**src/hw/wh_pkg.sv**
```systemverilog
package wh_pkg;

  // ~~~~~~~~~~~~~~~~~~~~~~~~~~~~~~~~~~~~~~~~~~~~~~~~
  // link and header widths
  // ~~~~~~~~~~~~~~~~~~~~~~~~~~~~~~~~~~~~~~~~~~~~~~~~
  localparam int flit_width_c = 32;
  localparam int cord_width_c = 4;
  localparam int len_width_c  = 3;
  localparam int cid_width_c  = 2;

  // header field offsets, cord sits at bit 0
  localparam int len_lsb_c = cord_width_c;
  localparam int cid_lsb_c = cord_width_c + len_width_c;

  typedef logic [flit_width_c-1:0] flit_t;
  typedef logic [cord_width_c-1:0] cord_t;
  typedef logic [len_width_c-1:0]  len_t;
  typedef logic [cid_width_c-1:0]  cid_t;

  // wormhole state, shared by both concentrator halves
  typedef enum logic {
    e_hdr,
    e_body
  } conc_state_e;

  // ~~~~~~~~~~~~~~~~~~~~~~~~~~~~~~~~~~~~~~~~~~~~~~~~
  // header field access
  // ~~~~~~~~~~~~~~~~~~~~~~~~~~~~~~~~~~~~~~~~~~~~~~~~

  // number of body flits behind this header
  function automatic len_t hdr_len_f(flit_t flit);
    return flit[len_lsb_c +: len_width_c];
  endfunction

  // concentrator id of the sending link
  function automatic cid_t hdr_cid_f(flit_t flit);
    return flit[cid_lsb_c +: cid_width_c];
  endfunction

endpackage

```
**src/hw/wh_fifo.sv**
```systemverilog
`timescale 1ns/1ns

module wh_fifo
  import wh_pkg::*;
  (input  logic    mem_clk_i
   , input  logic  reset_i

   , input  flit_t data_i
   , input  logic  v_i
   , output logic  ready_o

   , output flit_t data_o
   , output logic  v_o
   , input  logic  ready_i
   );

  // main slot drives the output, skid slot catches a flit
  // that arrives while the main slot is stalled
  flit_t main_data_r;
  flit_t skid_data_r;
  logic  main_v_r;
  logic  skid_v_r;
  logic  enq;
  logic  deq;
  logic  main_load;

  // ready comes from a register, so the link never sees ready_i
  assign ready_o = ~skid_v_r;
  assign data_o  = main_data_r;
  assign v_o     = main_v_r;

  assign enq       = v_i & ready_o;
  assign deq       = main_v_r & ready_i;
  assign main_load = ~main_v_r | deq;

  always_ff @(posedge mem_clk_i) begin
    if (reset_i) begin
      main_v_r <= 1'b0;
      skid_v_r <= 1'b0;
    end else if (main_load) begin
      // skid drains first to keep flit order
      if (skid_v_r) begin
        main_v_r <= 1'b1;
        skid_v_r <= 1'b0;
      end else begin
        main_v_r <= enq;
      end
    end else if (enq) begin
      skid_v_r <= 1'b1;
    end
  end

  always_ff @(posedge mem_clk_i) begin
    if (main_load) begin
      main_data_r <= skid_v_r ? skid_data_r : data_i;
    end
    if (~main_load & enq) begin
      skid_data_r <= data_i;
    end
  end

endmodule

```
**src/hw/wh_concentrator_in.sv**
```systemverilog
`timescale 1ns/1ns

module wh_concentrator_in
  import wh_pkg::*;
  #(parameter int num_in_p = 4)
  (input  logic                    mem_clk_i
   , input  logic                  reset_i

   , input  flit_t [num_in_p-1:0]  data_i
   , input  logic  [num_in_p-1:0]  v_i
   , output logic  [num_in_p-1:0]  ready_o

   , output flit_t                 data_o
   , output logic                  v_o
   , input  logic                  ready_i
   );

  localparam int sel_width_lp = $clog2(num_in_p);

  typedef logic [sel_width_lp-1:0] sel_t;
  // one extra bit so pointer plus offset cannot wrap early
  typedef logic [sel_width_lp:0]   sel_wide_t;

  conc_state_e state_r;
  sel_t        ptr_r;
  sel_t        grant_r;
  len_t        cnt_r;
  sel_t        pick;
  sel_t        sel;
  sel_t        sel_next;
  logic        found;
  logic        xfer;

  // ~~~~~~~~~~~~~~~~~~~~~~~~~~~~~~~~~~~~~~~~~~~~~~~~
  // round-robin pick, first valid at or after ptr_r
  // ~~~~~~~~~~~~~~~~~~~~~~~~~~~~~~~~~~~~~~~~~~~~~~~~
  always_comb begin : arb
    sel_wide_t k;
    pick  = ptr_r;
    found = 1'b0;
    for (int i = 0; i < num_in_p; i++) begin
      k = sel_wide_t'(ptr_r) + sel_wide_t'(i);
      if (k >= sel_wide_t'(num_in_p)) begin
        k = k - sel_wide_t'(num_in_p);
      end
      if (!found && v_i[k[sel_width_lp-1:0]]) begin
        pick  = k[sel_width_lp-1:0];
        found = 1'b1;
      end
    end
  end

  // body flits come only from the input holding the grant
  assign sel = (state_r == e_body) ? grant_r : pick;

  // pointer moves just past whichever input finished a packet
  assign sel_next = (sel == sel_t'(num_in_p - 1)) ? '0 : sel + 1'b1;

  assign data_o = data_i[sel];
  assign v_o    = (state_r == e_body) ? v_i[grant_r] : found;
  assign xfer   = v_o & ready_i;

  always_comb begin
    ready_o      = '0;
    ready_o[sel] = ready_i;
  end

  // ~~~~~~~~~~~~~~~~~~~~~~~~~~~~~~~~~~~~~~~~~~~~~~~~
  // wormhole state
  // ~~~~~~~~~~~~~~~~~~~~~~~~~~~~~~~~~~~~~~~~~~~~~~~~
  always_ff @(posedge mem_clk_i) begin
    if (reset_i) begin
      state_r <= e_hdr;
      ptr_r   <= '0;
      grant_r <= '0;
      cnt_r   <= '0;
    end else if (xfer) begin
      case (state_r)
        e_hdr: begin
          grant_r <= pick;
          cnt_r   <= hdr_len_f(data_o);
          // header-only packet releases the link at once
          if (hdr_len_f(data_o) != '0) begin
            state_r <= e_body;
          end else begin
            ptr_r <= sel_next;
          end
        end
        e_body: begin
          cnt_r <= cnt_r - 1'b1;
          if (cnt_r == len_t'(1)) begin
            state_r <= e_hdr;
            ptr_r   <= sel_next;
          end
        end
        default: begin
          state_r <= e_hdr;
        end
      endcase
    end else if (state_r == e_hdr && found) begin
      // a stalled header keeps its input first in line
      ptr_r <= pick;
    end
  end

endmodule

```
**src/hw/wh_concentrator_out.sv**
```systemverilog
`timescale 1ns/1ns

module wh_concentrator_out
  import wh_pkg::*;
  #(parameter int num_in_p = 4)
  (input  logic                    mem_clk_i
   , input  logic                  reset_i

   , input  flit_t                 data_i
   , input  logic                  v_i
   , output logic                  ready_o

   , output flit_t [num_in_p-1:0]  data_o
   , output logic  [num_in_p-1:0]  v_o
   , input  logic  [num_in_p-1:0]  ready_i
   );

  localparam int sel_width_lp = $clog2(num_in_p);

  typedef logic [sel_width_lp-1:0] sel_t;

  conc_state_e state_r;
  sel_t        route_r;
  len_t        cnt_r;
  sel_t        hdr_route;
  sel_t        dest;
  logic        xfer;

  // cid beyond the last link folds onto the last link
  always_comb begin : cid_route
    cid_t cid;
    cid = hdr_cid_f(data_i);
    if (int'(cid) >= num_in_p) begin
      hdr_route = sel_t'(num_in_p - 1);
    end else begin
      hdr_route = sel_t'(cid);
    end
  end

  assign dest = (state_r == e_body) ? route_r : hdr_route;

  // data fans out to every link, valid marks the one it is for
  assign data_o  = {num_in_p{data_i}};
  assign ready_o = ready_i[dest];
  assign xfer    = v_i & ready_o;

  always_comb begin
    v_o       = '0;
    v_o[dest] = v_i;
  end

  // ~~~~~~~~~~~~~~~~~~~~~~~~~~~~~~~~~~~~~~~~~~~~~~~~
  // route held until the last body flit
  // ~~~~~~~~~~~~~~~~~~~~~~~~~~~~~~~~~~~~~~~~~~~~~~~~
  always_ff @(posedge mem_clk_i) begin
    if (reset_i) begin
      state_r <= e_hdr;
      route_r <= '0;
      cnt_r   <= '0;
    end else if (xfer) begin
      if (state_r == e_hdr) begin
        route_r <= hdr_route;
        cnt_r   <= hdr_len_f(data_i);
        if (hdr_len_f(data_i) != '0) begin
          state_r <= e_body;
        end
      end else begin
        cnt_r <= cnt_r - 1'b1;
        if (cnt_r == len_t'(1)) begin
          state_r <= e_hdr;
        end
      end
    end
  end

endmodule

```
**src/hw/mem_complex.sv**
```systemverilog
`timescale 1ns/1ns

module mem_complex
  import wh_pkg::*;
  #(parameter int num_in_p = 4)
  (input  logic                    mem_clk_i
   , input  logic                  reset_i

   // command links from the tiles
   , input  flit_t [num_in_p-1:0]  mem_cmd_data_i
   , input  logic  [num_in_p-1:0]  mem_cmd_v_i
   , output logic  [num_in_p-1:0]  mem_cmd_ready_o

   // concentrated link toward DRAM
   , output flit_t                 dram_cmd_data_o
   , output logic                  dram_cmd_v_o
   , input  logic                  dram_cmd_ready_i

   , input  flit_t                 dram_resp_data_i
   , input  logic                  dram_resp_v_i
   , output logic                  dram_resp_ready_o

   // response links back to the tiles
   , output flit_t [num_in_p-1:0]  mem_resp_data_o
   , output logic  [num_in_p-1:0]  mem_resp_v_o
   , input  logic  [num_in_p-1:0]  mem_resp_ready_i
   );

  flit_t [num_in_p-1:0] cmd_data;
  logic  [num_in_p-1:0] cmd_v;
  logic  [num_in_p-1:0] cmd_ready;
  flit_t                resp_data;
  logic                 resp_v;
  logic                 resp_ready;

  // ~~~~~~~~~~~~~~~~~~~~~~~~~~~~~~~~~~~~~~~~~~~~~~~~
  // command path
  // ~~~~~~~~~~~~~~~~~~~~~~~~~~~~~~~~~~~~~~~~~~~~~~~~
  for (genvar i = 0; i < num_in_p; i++) begin : g_cmd
    wh_fifo cmd_fifo
      (.mem_clk_i(mem_clk_i)
       ,.reset_i(reset_i)
       ,.data_i(mem_cmd_data_i[i])
       ,.v_i(mem_cmd_v_i[i])
       ,.ready_o(mem_cmd_ready_o[i])
       ,.data_o(cmd_data[i])
       ,.v_o(cmd_v[i])
       ,.ready_i(cmd_ready[i])
       );
  end

  wh_concentrator_in
    #(.num_in_p(num_in_p))
    conc_in
    (.mem_clk_i(mem_clk_i)
     ,.reset_i(reset_i)
     ,.data_i(cmd_data)
     ,.v_i(cmd_v)
     ,.ready_o(cmd_ready)
     ,.data_o(dram_cmd_data_o)
     ,.v_o(dram_cmd_v_o)
     ,.ready_i(dram_cmd_ready_i)
     );

  // ~~~~~~~~~~~~~~~~~~~~~~~~~~~~~~~~~~~~~~~~~~~~~~~~
  // response path
  // ~~~~~~~~~~~~~~~~~~~~~~~~~~~~~~~~~~~~~~~~~~~~~~~~
  wh_fifo resp_fifo
    (.mem_clk_i(mem_clk_i)
     ,.reset_i(reset_i)
     ,.data_i(dram_resp_data_i)
     ,.v_i(dram_resp_v_i)
     ,.ready_o(dram_resp_ready_o)
     ,.data_o(resp_data)
     ,.v_o(resp_v)
     ,.ready_i(resp_ready)
     );

  wh_concentrator_out
    #(.num_in_p(num_in_p))
    conc_out
    (.mem_clk_i(mem_clk_i)
     ,.reset_i(reset_i)
     ,.data_i(resp_data)
     ,.v_i(resp_v)
     ,.ready_o(resp_ready)
     ,.data_o(mem_resp_data_o)
     ,.v_o(mem_resp_v_o)
     ,.ready_i(mem_resp_ready_i)
     );

endmodule

```
**config.mk**
```make
export PLATFORM = sky130hd
export DESIGN_NAME = mem_complex
export DESIGN_NICKNAME = d
export VERILOG_FILES = /design/src/hw/wh_pkg.sv /design/src/hw/wh_fifo.sv /design/src/hw/wh_concentrator_in.sv /design/src/hw/wh_concentrator_out.sv /design/src/hw/mem_complex.sv
export SDC_FILE = /design/constraint.sdc
export NUM_CORES = 1
export LEC_CHECK = 0
export ABC_CLOCK_PERIOD_IN_PS = 13600
export BUFFER_PORTS_ARGS = -buffer_cell sky130_fd_sc_hd__buf_2
export CAP_MARGIN = 20
export CORE_UTILIZATION = 40
export CTS_CLUSTER_DIAMETER = 60
export CTS_CLUSTER_SIZE = 10
export DETAILED_ROUTE_END_ITERATION = 6
export GPL_TIMING_DRIVEN = 0
export HOLD_SLACK_MARGIN = 0.1
export SLEW_MARGIN = 20
export SYNTH_ARGS = -nofsm -noshare
export SYNTH_HDL_FRONTEND = slang
export SYNTH_SLANG_ARGS = --single-unit
```
**constraint.sdc**
```tcl
create_clock -name mem_clk_i -period 13.6 [get_ports mem_clk_i]
set_input_delay 4.08 -clock mem_clk_i [delete_from_list [all_inputs] [get_ports mem_clk_i]]
set_output_delay 4.08 -clock mem_clk_i [all_outputs]
set_load 0.005 [all_outputs]
```
Yosys cells after proc, flatten, opt, wreduce, memory -nomap -nowiden
Index checks and enable logic that the tools add are counted.
Storage, ports and cells
  bits in registers: 344
  input port bits: 172
  output and inout port bits: 170
  logic and storage cells: 169
Operators by class
  add/subtract/negate cells: 10
  order comparisons: 13
  eq/ne operators: 5
  multiplexer cells: 57
  bitwise logic cells: 39
  reduce and logical (&&, ||, !) cells: 18
Operators with widths (count)
  $mux W32: 6
  $bmux W32 S2: 1
  $mux W2: 15
  $mux W1: 23
  $lt A2 B3 Y1 const B: 7
  $and A1 B1 Y1: 16
  $not A1 Y1: 16
  $bmux W1 S2: 6
  $reduce_or A2 Y1: 5
  $ge A3 B3 Y1 const B: 3
  $and A4 B4 Y4: 2
  $sub A2 B1 Y2 const B: 4
  $add A2 B2 Y3 const B: 2
  $eq A3 B1 Y1 const B: 2
  $logic_and A1 B1 Y1: 6
  $ne A3 B3 Y1 const B: 2
  $pmux W3 S2: 1
  $reduce_bool A3 Y1: 2
  $sub A3 B1 Y3 const B: 2
  $or A1 B1 Y1: 5
  $demux W1 S2: 2
  $ge A2 B1 Y1 const B: 2
  $pmux W2 S2: 1
  $add A2 B1 Y3 const B: 1
  8 further kinds: 10

Longest topological paths before layout
  depth in word-level cells: 24
  gate-level depth with buffers: 11
  depth with buffers taken out: 8

Hierarchy
From an unflattened synthesis, not the netlist that was laid out.
Second synthesis, totals
  cells, all modules: 859
  area total of the unflattened synthesis: 15590.0 µm²
By module, submodules not included
  wh_fifo: times used 5, cells an instance 108, area an instance 2521.2 µm²
  wh_concentrator_in: times used 1, cells an instance 125, area an instance 1496.4 µm²
  wh_concentrator_out: times used 1, cells an instance 194, area an instance 1487.7 µm²

Worst setup path after synthesis
OpenSTA, ideal clock, no wires.
  path type: input -> register
  start point: input mem_resp_ready_i[0]
  end point: register resp_fifo.skid_data_r[0], enable pin
  library setup time: 0.468 ns
  arrival: 7.860 ns
  data required time: 13.132 ns
  setup slack: 5.272 ns
  stages on the path: 3
  path buffers: 0
  cell sequence: mux4_2 nand2b_1 nor3b_1
Between the ends
  cells in the longest elaborated chain, start to end: 6
RTL lines
  from (decl): RTL line mem_complex.sv:26  | , input logic [num_in_p-1:0] mem_resp_ready_i
  $bmux W1 S2: RTL line wh_concentrator_out.sv:44  | assign ready_o = ready_i[dest];
  $mux W1 (not written as such): RTL line wh_concentrator_out.sv:44
  $and A1 B1 Y1: RTL line wh_fifo.sv:33  | assign deq = main_v_r & ready_i;
  $or A1 B1 Y1: RTL line wh_fifo.sv:34  | assign main_load = ~main_v_r | deq;
  net resp_fifo.main_load: RTL line wh_fifo.sv:25  | logic main_load;
  $not A1 Y1: RTL line wh_fifo.sv:57  | if (~main_load & enq) begin
  $and A1 B1 Y1: RTL line wh_fifo.sv:57
  to (signal assigned): RTL line wh_fifo.sv:58  | skid_data_r <= data_i;
  to (decl): RTL line wh_fifo.sv:20  | flit_t skid_data_r;
The timed path passes the listed nets, and every way through them passes these cells. The select of a mux whose other input is x is not followed.
A chain may end at the register's enable or synchronous reset.

Worst setup path after layout
  start point: register g_cmd[1].cmd_fifo.main_v_r
  end point: output dram_cmd_data_o[22]
Between the ends
  cells in the longest elaborated chain, start to end: 15
  elaborated cells between the ends (all ways): 24
  classes of those cells: 18 x mux; 6 x reduce/logical
RTL lines
  from (decl): RTL line wh_fifo.sv:21  | logic main_v_r;
  from (signal assigned): RTL line wh_fifo.sv:46  | main_v_r <= enq;
  $bmux W1 S2: RTL line wh_concentrator_in.sv:46  | if (!found && v_i[k[sel_width_lp-1:0]]) begin
  $mux W1 (not written as such): RTL line wh_concentrator_in.sv:46
  $mux W1: RTL line wh_concentrator_in.sv:46
  $logic_not A1 Y1: RTL line wh_concentrator_in.sv:46
  $logic_and A1 B1 Y1: RTL line wh_concentrator_in.sv:46
  $mux W1: RTL line wh_concentrator_in.sv:46
  $logic_not A1 Y1: RTL line wh_concentrator_in.sv:46
  $logic_and A1 B1 Y1: RTL line wh_concentrator_in.sv:46
  $mux W1: RTL line wh_concentrator_in.sv:46
  $logic_not A1 Y1: RTL line wh_concentrator_in.sv:46
  $logic_and A1 B1 Y1: RTL line wh_concentrator_in.sv:46
  $mux W2 *: RTL line wh_concentrator_in.sv:46
  $mux W2 *: RTL line wh_concentrator_in.sv:54  | assign sel = (state_r == e_body) ? grant_r : pick;
  net conc_in.sel[0]: RTL line wh_concentrator_in.sv:29  | sel_t sel;
  $bmux W32 S2 *: RTL line wh_concentrator_in.sv:59  | assign data_o = data_i[sel];
  $mux W32 (not written as such) *: RTL line wh_concentrator_in.sv:59
  to (decl): RTL line mem_complex.sv:15  | , output flit_t dram_cmd_data_o
Mark *: on every way through the listed nets, which the timed path passes. The rest lies on a longest branch. The select of a mux whose other input is x is not followed.

==> flow_summary.toml <==
[critical_path]
endpoint_kind = "output port"
cp-start-kind = "register"
r2r_end = "g_cmd[1].cmd_fifo.skid_data_r[15]"
cp_max_fo = 11
cp_data_required_time_ns = 9.52
r2r_setup_slack_ns = 9.32
ff2ff_path_depth = 13
arrival_ns = 3.46
r2r-start = "g_cmd[2].cmd_fifo.v_o"
critPathKind = "reg2out"

[drt]
dr.pass1.iters = 5
viasPerCell = 4.927
vias = 9224
drt-total-wl_um = 37150
drc = 0
drtIter0Drc = 483
ant_nets = 0
detail_route.wl_per_cell_um = 19.84

[hold_path]
min_from = "conc_out.route_r[1]"
hold_end = "conc_out.route_r[1]"
hold_class = "reg2reg"
hold_depth = 2

[global_route]
grt_overflow_total = 0
grt_max_degree = 30
grt_usage = 0.1944
grt_pass1_wl_um = 55350
grt_pass1_vias = 9110
antenna_found_initial = 12

[timing]
clock_skew_ns = 0.009633
max_freq_mhz = 132.5
setup_tns_ns = 0
drv_slew = 0
rsz0062_at_grt = "false"
worst_pin_slew_ns = 0.8329
timing.slew.headroom = 0.4423
finalHoldViolCount = 0
timing.final.crit_share = 0.5547
final.setup.worst_slack_ns = 6.056
min_period_ns = 7.544
setup_viol = 0

[floorplanning]
die_x_um = 193.7
die_area_um2 = 37510
ioPinCount = 342
dieHeight_um = 193.7
initial_core_util = 0.4102
coreArea_um2 = 35830
rows = 69

[clock_tree]
cts_resized = 0
cts_htree_levels = 2
clockBufferDepth = 3
cts_root_buf = "clkbuf_16"
cts_hold_buf = 0
clk_pin_slew_ns = 0.05
clk-insertion-delay-late_ns = 0.52
cts_buffers = 41
cts.sinks = 344
cts_setup_buffers = 0
cts_tree = "built"

[placed_design]
post-place-ws_ns = 6.554
globalplace.congestion = 0.8253
dp_hpwl_um = 27710
io_buffers = 340

[final_layout]
syn_to_final_growth_pct = 25.24
drive_above_1_share = 0.5004
fin_nets = 1568

[yosys]
synth_async_sr_flop_share = 0
netlist_area_um2 = 14700
synth_top_cell_area_share = 0.6539
yosys.cell_types.count = 49
synthCells = 983
yosys.area.top_type = "edfxtp_1"
synth-main-ff-cell = "edfxtp_1"
synth_edf_count = 320
synth-seq-cells = 344
synth_warnings = 0
yosysSeqAreaShare = 0.6866
avgSynthCellArea_um2 = 14.95
synth_area_leaders = "edfxtp_1 (65%), mux2_2 (12%), buf_4 (5.2%)"
postSynthNetCount = 1163

[run_status]
status = "completed"

[job]
drv_cap = 0

[power]
vdd_drop_max_mv = 0.08601
p_leak_nw = 7.277
power_density_nw_per_um2 = 167.1
-- synth_stat cells (all sizes together) (4+ instances only) --
cell    instances
edfxtp        320
mux2          161
nand2         137
buf           111
clkbuf         36
a31oi          34
and3           30
dfxtp          24
nor2           22
inv            16
a211oi         13
a21oi          10
ha              8
nor3            7
nor3b           7
and2            6
mux2i           6
a221oi          4
nand2b          4
-- power by group --
group	total (mW)	leakage (nW)	internal, mW	switching, mW
combinational	0.772	3.43	0.314	0.458
sequential	1.35	3.29	1.30	0.0521
clock	0.954	0.554	0.558	0.396
total	3.07	7.28	2.17	0.906
-- layout make-up --
cell class | instances | area (um^2)
multi-input combinational | 476 | 3645
fill | 3075 | 17420
clock inverter | 7 | 42.54
antenna | 6 | 15.01
tap | 461 | 576.8
timing repair buffer | 362 | 1944
clock buffer | 53 | 1092
buffer | 147 | 938.4
sequential | 344 | 10090
inverter | 16 | 60.06
-- routing by layer --
| metal | global-route usage | wire length [um] |
|---|---|---|
| met2 | 0.3028 | 17270 |
| met1 | 0.2721 | 16580 |
| met5 | 0 | 60 |
| met3 | 0.04679 | 2590 |
| met4 | 0.05156 | 649 |
-- registers in the layout, summed over array words and instances, names as in the netlist --
register                    count
g_cmd.cmd_fifo.skid_v_r         4
conc_out.cnt_r                  3
g_cmd.cmd_fifo.v_o              4
resp_fifo.data_o               32
conc_out.state_r                1
resp_fifo.skid_data_r          32
g_cmd.cmd_fifo.data_o         128
conc_in.cnt_r                   3
resp_fifo.v_o                   1
conc_out.route_r                2
conc_in.grant_r                 2
conc_in.ptr_r                   2
resp_fifo.skid_v_r              1
conc_in.state_r                 1
g_cmd.cmd_fifo.skid_data_r    128
-- metrics by stage --
stage | utilization | power [mW] | std cells | area (um^2) | hold WS (ns)
detailed placement | 0.4816 | 2.145 | 1806 | 17250 | 0.5004
global route | 0.5135 | 3.218 | 1869 | 18400 | 0.5402
floorplan | - | 1.775 | 983 | 14700 | 0.4694
CTS | 0.5133 | 3.111 | 1866 | 18390 | 0.5068
global placement | 0.4738 | 2.127 | 1784 | 16970 | 0.4878
finish | 0.5137 | 3.075 | 1872 | 18400 | 0.5048
-- critical path, stage by stage (launching register included) --
cell and delay (ns):
dfxtp_1 0.48, o22ai_1 0.13, a221oi_2 0.58, a31oi_4 0.28
inv_2 0.12, buf_4 0.19, clkbuf_1 0.48, nand2_1 0.13
a31oi_1 0.36, buf_2 0.20
-- worst max-delay path by stage --
stage,startpoint,to,cells after the start
2_1_floorplan,mem_resp_ready_i[0],resp_fifo.skid_data_r[0],3
3_3_place_gp,mem_resp_ready_i[0],resp_fifo.skid_data_r[2],4
3_5_place_dp,g_cmd[1].cmd_fifo.v_o,dram_cmd_data_o[22],9
4_1_cts,g_cmd[1].cmd_fifo.v_o,dram_cmd_data_o[22],9
5_1_grt,g_cmd[1].cmd_fifo.v_o,dram_cmd_data_o[22],9
6_report,g_cmd[1].cmd_fifo.v_o,dram_cmd_data_o[22],9
-- cells by family after synthesis --
kind of cell             Yosys count  synth area share
AO/OA/AOI/OAI                     76           0.03874
adder cells (fa/ha/maj)            8          0.006812
buffers and inverters            163           0.06794
flip-flops                       344            0.6866
multiplexers                     169            0.1308
AND/OR/NAND/NOR                  223           0.06914
-- cell usage in the layout, fill, tap and decap left out, types with 2 or more instances in the layout --
cell / instances
and3_1: 30
nor3b_2: 6
nor2b_1: 2
a311oi_1: 3
a21oi_1: 10
nand2b_1: 3
mux2_2: 161
diode_2: 6
nand2_1: 133
inv_1: 14
mux2i_1: 6
dfxtp_1: 24
edfxtp_1: 320
a221oi_2: 4
buf_12: 5
buf_1: 4
clkinv_2: 3
buf_4: 114
inv_2: 2
clkbuf_1: 47
nand2_2: 4
nor3_1: 7
o22a_1: 2
buf_2: 346
nor2_1: 21
clkinv_1: 3
and2_1: 6
a31oi_1: 33
buf_6: 4
clkbuf_16: 42
ha_1: 8
a211oi_1: 12
No activity file was read; power rests on OpenSTA's default activity.
